**src/include/ctrl_params.svh**
```systemverilog
`ifndef CTRL_PARAMS_SVH
`define CTRL_PARAMS_SVH

// instruction and datapath widths
`define INSTR_W 16
`define WORD_W 32

// register file addressing
`define REG_ADDR_W 4

// only the low registers r0-r7 can appear in a STM/LDM list
`define REG_LIST_W 8

// wide enough to count a full list of eight
`define COUNT_W 4

// bytes per transferred register
`define XFER_STRIDE 4

`endif

```
**src/logic/ctrl_pkg.sv**
```systemverilog
`default_nettype none

package ctrl_pkg;

    // major opcode classes on instr[15:10] with ? marking don't-care bits
    typedef enum logic [5:0] {
        SHIFT_IMM       = 6'b00_????,
        DATA_PROC       = 6'b01_0000,
        LOAD_STORE_REG  = 6'b01_01??,
        LOAD_STORE_IMM  = 6'b01_10??,
        LOAD_STORE_BYTE = 6'b01_11??,
        LOAD_STORE_HW   = 6'b10_00??,
        LOAD_STORE_SP_R = 6'b10_01??,
        STORE_MULT_REG  = 6'b11_000?,
        LOAD_MULT_REG   = 6'b11_001?
    } opcode_e;

    // shift/add/sub/mov/cmp sub-codes on instr[13:9]
    typedef enum logic [4:0] {
        SH_LSL_IMM = 5'b000??,
        SH_LSR_IMM = 5'b001??,
        SH_ASR_IMM = 5'b010??,
        SH_ADD_REG = 5'b01100,
        SH_SUB_REG = 5'b01101,
        SH_ADD_3   = 5'b01110,
        SH_SUB_3   = 5'b01111,
        SH_MOV_8   = 5'b100??,
        SH_CMP_8   = 5'b101??,
        SH_ADD_8   = 5'b110??,
        SH_SUB_8   = 5'b111??
    } shift_code_e;

    // data-processing sub-codes on instr[9:6]
    typedef enum logic [3:0] {
        DP_AND  = 4'b0000,
        DP_XOR  = 4'b0001,
        DP_LSL  = 4'b0010,
        DP_LSR  = 4'b0011,
        DP_ASR  = 4'b0100,
        DP_ADC  = 4'b0101,
        DP_SBC  = 4'b0110,
        DP_ROR  = 4'b0111,
        DP_TST  = 4'b1000,
        DP_RSB  = 4'b1001,
        DP_CMP  = 4'b1010,
        DP_CMN  = 4'b1011,
        DP_OR   = 4'b1100,
        DP_MULT = 4'b1101,
        DP_BIC  = 4'b1110,
        DP_NOT  = 4'b1111
    } dp_code_e;

    typedef enum logic [3:0] {
        ADD, SUB, AND, OR, XOR, NOT, BIT_CLEAR, MULT, LSL, LSR, ASR, ROR
    } alu_op_e;

    typedef enum logic [1:0] {
        FROM_REG, FROM_IMM, FROM_ZERO, FROM_ACCUMULATOR
    } alu_src_e;

    typedef enum logic {FROM_ALU, FROM_MEM} wb_src_e;

    typedef enum logic {ADDR_FROM_INSTRUCTION, ADDR_FROM_CTRL_UNIT} addr_src_e;

endpackage

`default_nettype wire

```
**src/logic/data_op_decoder.sv**
```systemverilog
`timescale 1ns/1ps
`default_nettype none

`include "ctrl_params.svh"

module data_op_decoder (
    input  wire logic [`INSTR_W-1:0] instr_i,
    output logic                     update_flag_o,
    output logic                     mem_write_o,
    output logic                     reg_write_o,
    output ctrl_pkg::wb_src_e        wb_src_o,
    output ctrl_pkg::alu_src_e       alu_in1_sel_o,
    output ctrl_pkg::alu_src_e       alu_in2_sel_o,
    output ctrl_pkg::alu_op_e        alu_op_o
);
    import ctrl_pkg::*;

    logic [4:0] shift_code;
    logic [3:0] dp_code;

    assign shift_code = instr_i[13:9];
    assign dp_code    = instr_i[9:6];

    always_comb begin
        update_flag_o = 1'b0;
        mem_write_o   = 1'b0;
        reg_write_o   = 1'b0;
        wb_src_o      = FROM_ALU;
        alu_in1_sel_o = FROM_REG;
        alu_in2_sel_o = FROM_REG;
        alu_op_o      = ADD;

        casez (instr_i[15:10])
            SHIFT_IMM: begin
                update_flag_o = 1'b1;
                reg_write_o   = 1'b1;
                casez (shift_code)
                    SH_LSL_IMM: begin
                        alu_op_o      = LSL;
                        alu_in2_sel_o = FROM_IMM;
                    end
                    SH_LSR_IMM: begin
                        alu_op_o      = LSR;
                        alu_in2_sel_o = FROM_IMM;
                    end
                    SH_ASR_IMM: begin
                        alu_op_o      = ASR;
                        alu_in2_sel_o = FROM_IMM;
                    end
                    SH_ADD_REG: alu_op_o = ADD;
                    SH_SUB_REG: alu_op_o = SUB;
                    SH_ADD_3, SH_ADD_8: alu_in2_sel_o = FROM_IMM;
                    SH_SUB_3, SH_SUB_8: begin
                        alu_op_o      = SUB;
                        alu_in2_sel_o = FROM_IMM;
                    end
                    // mov is 0 + imm
                    SH_MOV_8: begin
                        alu_in1_sel_o = FROM_ZERO;
                        alu_in2_sel_o = FROM_IMM;
                    end
                    SH_CMP_8: begin
                        alu_op_o      = SUB;
                        alu_in2_sel_o = FROM_IMM;
                        reg_write_o   = 1'b0;
                    end
                    default: ;
                endcase
            end
            DATA_PROC: begin
                update_flag_o = 1'b1;
                reg_write_o   = 1'b1;
                case (dp_code)
                    DP_AND:  alu_op_o = AND;
                    DP_XOR:  alu_op_o = XOR;
                    DP_LSL:  alu_op_o = LSL;
                    DP_LSR:  alu_op_o = LSR;
                    DP_ASR:  alu_op_o = ASR;
                    DP_ADC:  alu_op_o = ADD;
                    DP_SBC:  alu_op_o = SUB;
                    DP_ROR:  alu_op_o = ROR;
                    DP_OR:   alu_op_o = OR;
                    DP_MULT: alu_op_o = MULT;
                    DP_BIC:  alu_op_o = BIT_CLEAR;
                    DP_NOT:  alu_op_o = NOT;
                    // negate as 0 - rm
                    DP_RSB: begin
                        alu_op_o      = SUB;
                        alu_in1_sel_o = FROM_ZERO;
                    end
                    // tst, cmp and cmn only touch the flags
                    DP_TST: begin
                        alu_op_o    = AND;
                        reg_write_o = 1'b0;
                    end
                    DP_CMP: begin
                        alu_op_o    = SUB;
                        reg_write_o = 1'b0;
                    end
                    DP_CMN: begin
                        alu_op_o    = ADD;
                        reg_write_o = 1'b0;
                    end
                    default: ;
                endcase
            end
            // ldrsb (opB 011) is a load even with instr[11] clear
            LOAD_STORE_REG: begin
                if (instr_i[11] || instr_i[10:9] == 2'b11) begin
                    reg_write_o = 1'b1;
                    wb_src_o    = FROM_MEM;
                end else begin
                    mem_write_o = 1'b1;
                end
            end
            LOAD_STORE_IMM, LOAD_STORE_BYTE, LOAD_STORE_HW, LOAD_STORE_SP_R: begin
                alu_in2_sel_o = FROM_IMM;
                if (instr_i[11]) begin
                    reg_write_o = 1'b1;
                    wb_src_o    = FROM_MEM;
                end else begin
                    mem_write_o = 1'b1;
                end
            end
            default: ;
        endcase
    end

endmodule

`default_nettype wire

```
**src/logic/reg_list_sequencer.sv**
```systemverilog
`timescale 1ns/1ps
`default_nettype none

`include "ctrl_params.svh"

module reg_list_sequencer (
    input  wire logic                   clk_i,
    input  wire logic                   rst_n_i,
    input  wire logic [`INSTR_W-1:0]    instr_i,
    input  wire logic                   stall_i,
    output logic                        seq_active_o,
    output logic [`REG_ADDR_W-1:0]      next_reg_o,
    output logic [`COUNT_W-1:0]         xfer_count_o,
    output logic [`COUNT_W-1:0]         list_count_o,
    output logic                        base_in_list_o
);
    import ctrl_pkg::*;

    logic [`REG_LIST_W-1:0] reg_list;
    logic [`REG_LIST_W-1:0] mask;
    logic [`REG_LIST_W-1:0] remaining;
    logic [`REG_LIST_W-1:0] pick_onehot;
    logic [`REG_ADDR_W-1:0] lowest_reg;
    logic [`REG_ADDR_W-1:0] highest_reg;
    logic [`REG_ADDR_W-1:0] pick_reg;
    logic [`REG_ADDR_W-1:0] base_reg;
    logic [`COUNT_W-1:0]    xfer_count;
    logic [`COUNT_W-1:0]    popcount;
    logic                   base_seen;
    logic                   is_ldm;

    assign reg_list  = instr_i[`REG_LIST_W-1:0];
    assign remaining = reg_list & mask;
    assign is_ldm    = (instr_i[15:10] ==? LOAD_MULT_REG);
    assign base_reg  = `REG_ADDR_W'(instr_i[10:8]);

    // lowest and highest remaining register, plus list size
    always_comb begin
        lowest_reg  = '0;
        highest_reg = '0;
        popcount    = '0;
        for (int i = `REG_LIST_W - 1; i >= 0; i--) begin
            if (remaining[i])
                lowest_reg = `REG_ADDR_W'(i);
        end
        for (int i = 0; i < `REG_LIST_W; i++) begin
            if (remaining[i])
                highest_reg = `REG_ADDR_W'(i);
            if (reg_list[i])
                popcount = popcount + 1'b1;
        end
    end

    // ldm walks downwards, stm upwards
    assign pick_reg    = is_ldm ? highest_reg : lowest_reg;
    assign pick_onehot = `REG_LIST_W'(1) << pick_reg;

    always_ff @(posedge clk_i) begin
        if (!rst_n_i || !stall_i) begin
            mask       <= '1;
            xfer_count <= '0;
            base_seen  <= 1'b0;
        end else begin
            mask       <= mask & ~pick_onehot;
            xfer_count <= xfer_count + 1'b1;
            if (pick_reg == base_reg)
                base_seen <= 1'b1;
        end
    end

    assign seq_active_o   = |remaining;
    assign next_reg_o     = pick_reg;
    assign xfer_count_o   = xfer_count;
    assign list_count_o   = popcount;
    assign base_in_list_o = base_seen;

endmodule

`default_nettype wire

```
**src/logic/block_transfer_ctrl.sv**
```systemverilog
`timescale 1ns/1ps
`default_nettype none

`include "ctrl_params.svh"

module block_transfer_ctrl (
    input  wire logic [`INSTR_W-1:0]    instr_i,
    input  wire logic                   update_flag_i,
    input  wire logic                   mem_write_i,
    input  wire logic                   reg_write_i,
    input  wire ctrl_pkg::wb_src_e      wb_src_i,
    input  wire ctrl_pkg::alu_src_e     alu_in1_sel_i,
    input  wire ctrl_pkg::alu_src_e     alu_in2_sel_i,
    input  wire ctrl_pkg::alu_op_e      alu_op_i,
    input  wire logic                   seq_active_i,
    input  wire logic [`REG_ADDR_W-1:0] next_reg_i,
    input  wire logic [`COUNT_W-1:0]    xfer_count_i,
    input  wire logic [`COUNT_W-1:0]    list_count_i,
    input  wire logic                   base_in_list_i,
    output logic                        update_flag_o,
    output logic                        mem_write_o,
    output logic                        mem_read_o,
    output logic                        reg_write_o,
    output ctrl_pkg::wb_src_e           wb_src_o,
    output ctrl_pkg::alu_src_e          alu_in1_sel_o,
    output ctrl_pkg::alu_src_e          alu_in2_sel_o,
    output ctrl_pkg::alu_op_e           alu_op_o,
    output logic                        stall_o,
    output logic [`WORD_W-1:0]          imm_o,
    output logic [`REG_ADDR_W-1:0]      reg_addr_o,
    output ctrl_pkg::addr_src_e         reg_addr2_src_o,
    output ctrl_pkg::addr_src_e         reg_dest_src_o
);
    import ctrl_pkg::*;

    logic                   is_stm;
    logic                   is_ldm;
    logic [`REG_ADDR_W-1:0] base_reg;
    logic [`COUNT_W-1:0]    steps_left;
    logic [`WORD_W-1:0]     up_offset;
    logic [`WORD_W-1:0]     down_offset;
    logic [`WORD_W-1:0]     total_offset;

    assign is_stm   = (instr_i[15:10] ==? STORE_MULT_REG);
    assign is_ldm   = (instr_i[15:10] ==? LOAD_MULT_REG);
    assign base_reg = `REG_ADDR_W'(instr_i[10:8]);

    // offsets from the base for step k of N
    assign steps_left   = list_count_i - xfer_count_i - 1'b1;
    assign up_offset    = `WORD_W'(xfer_count_i) * `XFER_STRIDE;
    assign down_offset  = `WORD_W'(steps_left) * `XFER_STRIDE;
    assign total_offset = `WORD_W'(list_count_i) * `XFER_STRIDE;

    always_comb begin
        update_flag_o   = update_flag_i;
        mem_write_o     = mem_write_i;
        mem_read_o      = 1'b0;
        reg_write_o     = reg_write_i;
        wb_src_o        = wb_src_i;
        alu_in1_sel_o   = alu_in1_sel_i;
        alu_in2_sel_o   = alu_in2_sel_i;
        alu_op_o        = alu_op_i;
        stall_o         = 1'b0;
        imm_o           = '0;
        reg_addr_o      = '0;
        reg_addr2_src_o = ADDR_FROM_INSTRUCTION;
        reg_dest_src_o  = ADDR_FROM_INSTRUCTION;

        if (is_stm) begin
            stall_o       = seq_active_i;
            alu_in2_sel_o = FROM_ACCUMULATOR;
            if (seq_active_i) begin
                mem_write_o     = 1'b1;
                reg_addr2_src_o = ADDR_FROM_CTRL_UNIT;
                reg_addr_o      = next_reg_i;
                imm_o           = up_offset;
            end else begin
                reg_write_o    = 1'b1;
                reg_dest_src_o = ADDR_FROM_CTRL_UNIT;
                reg_addr_o     = base_reg;
                imm_o          = total_offset;
            end
        end else if (is_ldm) begin
            stall_o        = seq_active_i;
            alu_in2_sel_o  = FROM_ACCUMULATOR;
            reg_dest_src_o = ADDR_FROM_CTRL_UNIT;
            if (seq_active_i) begin
                reg_write_o = 1'b1;
                wb_src_o    = FROM_MEM;
                reg_addr_o  = next_reg_i;
                imm_o       = down_offset;
            end else begin
                // a loaded base keeps the loaded value
                reg_write_o = !base_in_list_i;
                reg_addr_o  = base_reg;
                imm_o       = total_offset;
            end
        end
    end

endmodule

`default_nettype wire

```
**src/logic/ctrl_unit.sv**
```systemverilog
`timescale 1ns/1ps
`default_nettype none

`include "ctrl_params.svh"

module ctrl_unit (
    input  wire logic                   clk_i,
    input  wire logic                   rst_n_i,
    input  wire logic [`INSTR_W-1:0]    instr_i,
    output logic                        update_flag_o,
    output logic                        mem_write_o,
    output logic                        mem_read_o,
    output logic                        reg_write_o,
    output ctrl_pkg::wb_src_e           wb_src_o,
    output ctrl_pkg::alu_src_e          alu_in1_sel_o,
    output ctrl_pkg::alu_src_e          alu_in2_sel_o,
    output ctrl_pkg::alu_op_e           alu_op_o,
    output logic                        stall_o,
    output logic [`WORD_W-1:0]          imm_o,
    output logic [`REG_ADDR_W-1:0]      reg_addr_o,
    output ctrl_pkg::addr_src_e         reg_addr2_src_o,
    output ctrl_pkg::addr_src_e         reg_dest_src_o
);
    import ctrl_pkg::*;

    // single-cycle decode
    logic     dec_update_flag;
    logic     dec_mem_write;
    logic     dec_reg_write;
    wb_src_e  dec_wb_src;
    alu_src_e dec_alu_in1_sel;
    alu_src_e dec_alu_in2_sel;
    alu_op_e  dec_alu_op;

    // multi-register sequencing
    logic                   seq_active;
    logic [`REG_ADDR_W-1:0] next_reg;
    logic [`COUNT_W-1:0]    xfer_count;
    logic [`COUNT_W-1:0]    list_count;
    logic                   base_in_list;

    data_op_decoder u_decoder (
        .instr_i       (instr_i),
        .update_flag_o (dec_update_flag),
        .mem_write_o   (dec_mem_write),
        .reg_write_o   (dec_reg_write),
        .wb_src_o      (dec_wb_src),
        .alu_in1_sel_o (dec_alu_in1_sel),
        .alu_in2_sel_o (dec_alu_in2_sel),
        .alu_op_o      (dec_alu_op)
    );

    reg_list_sequencer u_sequencer (
        .clk_i          (clk_i),
        .rst_n_i        (rst_n_i),
        .instr_i        (instr_i),
        .stall_i        (stall_o),
        .seq_active_o   (seq_active),
        .next_reg_o     (next_reg),
        .xfer_count_o   (xfer_count),
        .list_count_o   (list_count),
        .base_in_list_o (base_in_list)
    );

    block_transfer_ctrl u_block_ctrl (
        .instr_i         (instr_i),
        .update_flag_i   (dec_update_flag),
        .mem_write_i     (dec_mem_write),
        .reg_write_i     (dec_reg_write),
        .wb_src_i        (dec_wb_src),
        .alu_in1_sel_i   (dec_alu_in1_sel),
        .alu_in2_sel_i   (dec_alu_in2_sel),
        .alu_op_i        (dec_alu_op),
        .seq_active_i    (seq_active),
        .next_reg_i      (next_reg),
        .xfer_count_i    (xfer_count),
        .list_count_i    (list_count),
        .base_in_list_i  (base_in_list),
        .update_flag_o   (update_flag_o),
        .mem_write_o     (mem_write_o),
        .mem_read_o      (mem_read_o),
        .reg_write_o     (reg_write_o),
        .wb_src_o        (wb_src_o),
        .alu_in1_sel_o   (alu_in1_sel_o),
        .alu_in2_sel_o   (alu_in2_sel_o),
        .alu_op_o        (alu_op_o),
        .stall_o         (stall_o),
        .imm_o           (imm_o),
        .reg_addr_o      (reg_addr_o),
        .reg_addr2_src_o (reg_addr2_src_o),
        .reg_dest_src_o  (reg_dest_src_o)
    );

endmodule

`default_nettype wire

```
**config.mk**
```make
export PLATFORM = sky130hd
export DESIGN_NAME = ctrl_unit
export DESIGN_NICKNAME = d
export VERILOG_FILES = /design/src/logic/ctrl_pkg.sv /design/src/logic/data_op_decoder.sv /design/src/logic/reg_list_sequencer.sv /design/src/logic/block_transfer_ctrl.sv /design/src/logic/ctrl_unit.sv
export VERILOG_INCLUDE_DIRS = /design/src /design/src/include
export SDC_FILE = /design/constraint.sdc
export NUM_CORES = 1
export LEC_CHECK = 0
export BUFFER_PORTS_ARGS = -buffer_cell sky130_fd_sc_hd__buf_2
export CAP_MARGIN = 15
export CORE_MARGIN = 2
export CORE_UTILIZATION = 48
export CTS_CLUSTER_SIZE = 16
export DETAILED_ROUTE_END_ITERATION = 7
export GPL_ROUTABILITY_DRIVEN = 0
export PLACE_DENSITY = 0.79
export SYNTH_ARGS = -nofsm -noshare
export SYNTH_HDL_FRONTEND = slang
export SYNTH_SLANG_ARGS = --single-unit
```
**constraint.sdc**
```tcl
create_clock -name clk_i -period 4.7 [get_ports clk_i]
set_input_delay 0.235 -clock clk_i [delete_from_list [all_inputs] [get_ports clk_i]]
set_output_delay 0.235 -clock clk_i [all_outputs]
set_load 0.005 [all_outputs]
```
## Word level (Yosys, flattened, before mapping)

Cells that the tools add are included.

| operators by class | value |
|---|---|
| $add $sub $neg | 10 |
| equal/unequal tests | 34 |
| shifts and indexed selects | 1 |
| mux-type cells | 67 |
| bitwise gates (word level) | 3 |
| reductions and logical operators | 17 |

Operator list:

| operator | number |
|---|---|
| 4-bit two-way mux | 18 |
| 32-bit two-way mux | 2 |
| 4-bit one-hot mux with 12 select lines | 1 |
| 4-bit == test (second input constant) | 10 |
| 4-bit by 1-bit adder with 4-bit output (second input constant) | 7 |
| 4-bit by 3-bit == test with 1-bit output (second input constant) | 7 |
| 1-bit two-way mux | 26 |
| 8-bit AND | 2 |
| 4-bit one-hot mux with 4 select lines | 1 |
| 5-bit by 4-bit == test with 1-bit output (second input constant) | 3 |
| 3-bit two-way mux | 5 |
| 3-bit == test (second input constant) | 4 |
| 2-bit two-way mux | 6 |
| 6-bit two-way mux | 2 |
| 5-bit == test (second input constant) | 2 |
| 9-bit OR reduction | 1 |
| 4-bit by 2-bit == test with 1-bit output (second input constant) | 2 |
| 8-bit NOT | 1 |
| 2-bit one-hot mux with 2 select lines | 2 |
| 4-bit one-hot mux with 2 select lines | 1 |
| 4-bit OR reduction | 2 |
| 8-bit OR reduction | 1 |
| 1-bit by 4-bit left shift with 8-bit output (first input constant) | 1 |
| 6-bit by 5-bit == test with 1-bit output (second input constant) | 1 |
| 17 further kinds | 24 |

| word-level totals | value |
|---|---|
| flip-flop bits (word level) | 13 |
| bits of input ports | 18 |
| output and inout port bits | 52 |
| word-level logic and storage cells | 135 |

## Longest topological paths before layout

| logic depth | value |
|---|---|
| depth in word-level cells | 20 |
| depth in mapped cells | 24 |

## Hierarchy

From an unflattened synthesis, not the netlist that was laid out.

| unflattened totals | value |
|---|---|
| cell total of the unflattened synthesis | 305 |
| area, all modules | 2,249.7 µm² |

By module, submodules not included:

| module | times used | cells each | area each (µm²) | sequential area each (µm²) |
|---|---|---|---|---|
| reg_list_sequencer | 1 | 159 | 1,252.5 | 260.2 |
| block_transfer_ctrl | 1 | 90 | 668.1 | 0.0 |
| data_op_decoder | 1 | 56 | 329.1 | 0.0 |

## Least setup slack after synthesis

Ideal clock, no wire load.

| timing | value |
|---|---|
| kind | input-to-output |
| start point | input instr_i[0] |
| end point | output imm_o[5] |
| arrival time | 4,366 ps |
| required time | 4,465 ps |
| slack | 99 ps |
| cell stages on the path | 22 |
| cell sequence | inv_1 ha_1 buf_4 xor2_2 ha_1 nand3b_1 mux2i_1 a211oi_1 ha_1 nand3b_1 mux2i_1 nor2_1 nand2_1 ha_1 mux2_2 ha_1 a21o_1 a21oi_1 nand2_1 mux2_1 or3_1 a31oi_1 |

| between the ends | value |
|---|---|
| word-level cells in the longest chain between the ends | 20 |
| elaborated cells on any way between the ends | 23 |
| those cells by class | add/sub (9); mux (12); bitwise (1); reduce/logical (1) |

RTL lines:

| item | RTL line | text |
|---|---|---|
| start: declaration | ctrl_unit.sv:9 | `` input wire logic [`INSTR_W-1:0] instr_i, `` |
| 1-bit two-way mux | reg_list_sequencer.sv:49 | `if (reg_list[i])` |
| 1-bit by 1-bit adder with 2-bit output | reg_list_sequencer.sv:50 | `popcount = popcount + 1'b1;` |
| 4-bit two-way mux | reg_list_sequencer.sv:49 |  |
| 4-bit by 1-bit adder with 4-bit output | reg_list_sequencer.sv:50 |  |
| 4-bit two-way mux | reg_list_sequencer.sv:49 |  |
| 4-bit by 1-bit adder with 4-bit output | reg_list_sequencer.sv:50 |  |
| 4-bit two-way mux | reg_list_sequencer.sv:49 |  |
| 4-bit by 1-bit adder with 4-bit output | reg_list_sequencer.sv:50 |  |
| [4 not listed] | n/a |  |
| 4-bit two-way mux | reg_list_sequencer.sv:49 |  |
| 4-bit by 1-bit adder with 4-bit output | reg_list_sequencer.sv:50 |  |
| 4-bit two-way mux | reg_list_sequencer.sv:49 |  |
| 4-bit subtractor | block_transfer_ctrl.sv:49 | `assign steps_left = list_count_i - xfer_count_i - 1'b1;` |
| 4-bit by 1-bit subtractor with 4-bit output | block_transfer_ctrl.sv:49 |  |
| 6-bit two-way mux | block_transfer_ctrl.sv:87 | `if (seq_active_i) begin` |
| 32-bit two-way mux | block_transfer_ctrl.sv:83 | `end else if (is_ldm) begin` |
| 32-bit two-way mux * | block_transfer_ctrl.sv:69 | `if (is_stm) begin` |
| end: declaration | ctrl_unit.sv:19 | `` output logic [`WORD_W-1:0] imm_o, `` |

Mark *: on every way between the ends. The rest lies on a longest branch, timed or not.

## Worst setup path after layout

Same ends and word-level chain as after synthesis.

==> impl_metrics.json <==
{
  "first_pass_iters": 5,
  "critPathKind": "input port to output pin",
  "cts-root-buf": "clkbuf_8",
  "r2r_setup_slack_ns": 2.93,
  "worst_slew_pin_slew_ns": 0.511,
  "cts_tree": "yes",
  "synth_edf_count": 0,
  "nets": 393,
  "reg2reg_depth": 9,
  "yosysTopAreaCell": "dfxtp_1",
  "slew_violations": 0,
  "n_antenna_cell": 0,
  "fin_util": 0.584,
  "clkTransAtPathRegs_ns": 0.05,
  "max-slew-margin-rel": 0.651,
  "boundaryPins": 70,
  "critPathMaxStageDelay_ns": 0.33,
  "use_met2": 0.340,
  "drtIter0Drc": 121,
  "antenna_found_initial": 0,
  "ys_types": 57,
  "rows": 24,
  "r2r-end": "u_sequencer.base_in_list_o",
  "peakVddDrop_uv": 185,
  "p_leak_nw": 1.21,
  "grt_usage": 0.195,
  "dp.cells": 404,
  "cp_top_family": "simple AND/OR/NAND/NOR gates",
  "gr-usage-met1": 0.269,
  "synth-seq-cells": 13,
  "area_delta_synth_final_pct": 14.8,
  "syn_inst": 322,
  "wl_per_cell_um": 12.9,
  "crit_required_ns": 4.47,
  "clockBufferDepth": 2,
  "synth_ff_type": "dfxtp_1",
  "async_flop_share": 0,
  "grt_max_degree": 19,
  "crit_path_start": "instr_i[0]",
  "insertion_delay_ns": 0.24,
  "synth_area_leaders": "dfxtp_1 12%, buf_4 11%, nand2_1 7.1%",
  "die_h_um": 72.6,
  "critPathCapture": "imm_o[5]",
  "final_common_cell": "nand2_1",
  "whs_ns": 0.306,
  "syn-cell-area_mm2": 0.00226,
  "synth_top_area_frac": 0.115,
  "yosysWarnings": 0,
  "yosysSeqAreaShare": 0.115,
  "min_period_ns": 4.70,
  "vias": 2275,
  "finalSetupViolations": 0,
  "final-hold-violation-count": 0,
  "antenna_left": 0,
  "critPathMaxFanout": 4,
  "power_density_mw_per_mm2": 251,
  "max_freq_ghz": 0.213,
  "fin_worst_skew_ns": 0.000433,
  "grt_util_met3": 0.0138,
  "grt_busiest_layer": "met2",
  "r2r-start": "u_sequencer.mask[6]",
  "drt-vias-per-instance": 5.51,
  "final_cells": 413,
  "drt-total-wl_mm": 5.31,
  "cap_violations": 0,
  "initial_core_util": 0.508,
  "finalCritPeriodShare": 0.999,
  "grt_overflow_total": 0,
  "detailed_place_hpwl_mm": 4.06,
  "cts_hold_buffers": 0,
  "critPathBufInv": 3,
  "drc_errors": 0,
  "portBuffers": 38,
  "cp_slowest_cell": "ha_1",
  "synth_area_per_cell_um2": 7.02,
  "cts_htree_levels": 1,
  "hp-class": "input port to flip-flop",
  "rsz0062_at_grt": "yes",
  "dieArea_mm2": 0.00527,
  "critPathArrivalTime_ns": 4.46,
  "die_w_um": 72.6,
  "status": "finished, final reports clean",
  "crit_cells": 25,
  "layout_common_cells": "41 x nand2_1, 36 x buf_2, 31 x conb_1",
  "crit_path_start_kind": "input port",
  "drive_gt1_frac": 0.235,
  "first_global_vias": 1912,
  "cp-end-kind": "output pin",
  "numCtsBuffers": 3,
  "core_mm2": 0.00444,
  "clkSinkCount": 13,
  "grt_first_pass_wirelength_mm": 8.50
}
[per-stage QoR]
stage	power (mW)	setup TNS (ns)	setup WS (ns)	cell area (um2)
after floorplan	0.390	0	0.0992	2370
after global placement	0.468	-0.0778	-0.0778	2400
after detailed placement	0.482	-0.204	-0.204	2400
after CTS	0.620	0	0.0133	2530
after global routing	0.709	-0.185	-0.185	2590
final	0.651	0	0.00394	2590
[worst reg2reg max path: stages (launching register included)]
cell and delay (ns):
dfxtp_1 0.32, nand2_1 0.09, a32oi_1 0.21, o21ai_0 0.10, a22oi_1 0.18, a21oi_1 0.11, a21o_1 0.26, xnor2_1 0.15
a31oi_1 0.18, nor2_1 0.06
[cell usage after synthesis, drive strengths merged (2+ instances only)]
cell type   n
nand2      43
buf        37
nor2       30
a21oi      21
o21ai      18
clkbuf     15
inv        14
dfxtp      13
xnor2      13
ha         12
nand3       9
xor2        9
nor3        8
mux2i       7
nand2b      6
a211oi      5
a32oi       5
and2        5
nor2b       5
a31oi       4
o211ai      4
a21o        3
and3        3
a2111oi     2
mux2        2
nand3b      2
o22ai       2
or2         2
or3         2
[routing by layer]
layer	share of wire	vias up
met5	0	-
met4	0.0068	0
met3	0.057	5
met2	0.49	96
met1	0.45	1034
li1	-	1140
[cell type report]
| type | count | area [um2] |
|---|---|---|
| repair buffers | 57 | 338 |
| clock buffers | 3 | 41.3 |
| inverters | 14 | 55.1 |
| multi-input cells | 273 | 1830 |
| flip-flops and latches | 13 | 260 |
| fillers | 419 | 1850 |
| well taps | 52 | 65.1 |
| clock inverters | 1 | 5.00 |
[registers in the layout (all words and copies together) (netlist names)]
register,cells
u_sequencer.mask,8
u_sequencer.xfer_count_o,4
u_sequencer.base_in_list_o,1
[power breakdown]
group / internal (mW) / switching (mW) / leakage, nW
sequential: 0.111 / 0.000454 / 0.105
combinational: 0.229 / 0.212 / 1.08
clock: 0.0585 / 0.0395 / 0.0255
[what timing repair did]
item,in CTS,in global routing
endpoints found under the setup margin,1,1
resized for setup,10,12
pin swaps,10,13
setup buffers,4,1
[worst min-delay path by stage]
stage	start	to	slack, ns	cells past startpoint
floorplan	rst_n_i	u_sequencer.xfer_count_o[0]	0.41	2
global placement	u_sequencer.mask[6]	u_sequencer.mask[6]	0.45	2
detailed placement	u_sequencer.mask[2]	u_sequencer.mask[2]	0.46	2
CTS	rst_n_i	u_sequencer.xfer_count_o[2]	0.30	3
global route	rst_n_i	u_sequencer.xfer_count_o[0]	0.33	3
finish	rst_n_i	u_sequencer.xfer_count_o[0]	0.31	3
[cell families (layout without fill, tap and decap cells)]
group,count (synthesis),in the layout,synth area share
other,1,31,0.00166
DFF,13,13,0.115
buffers and inverters,66,75,0.169
adders and majority gates,13,13,0.0753
AOI/OAI and AO/OA,74,74,0.211
xor gates and xnor gates,24,24,0.130
and+or+nand+nor,122,122,0.257
muxes,9,9,0.0410
Note: power is estimated with default switching activity, not from simulation.
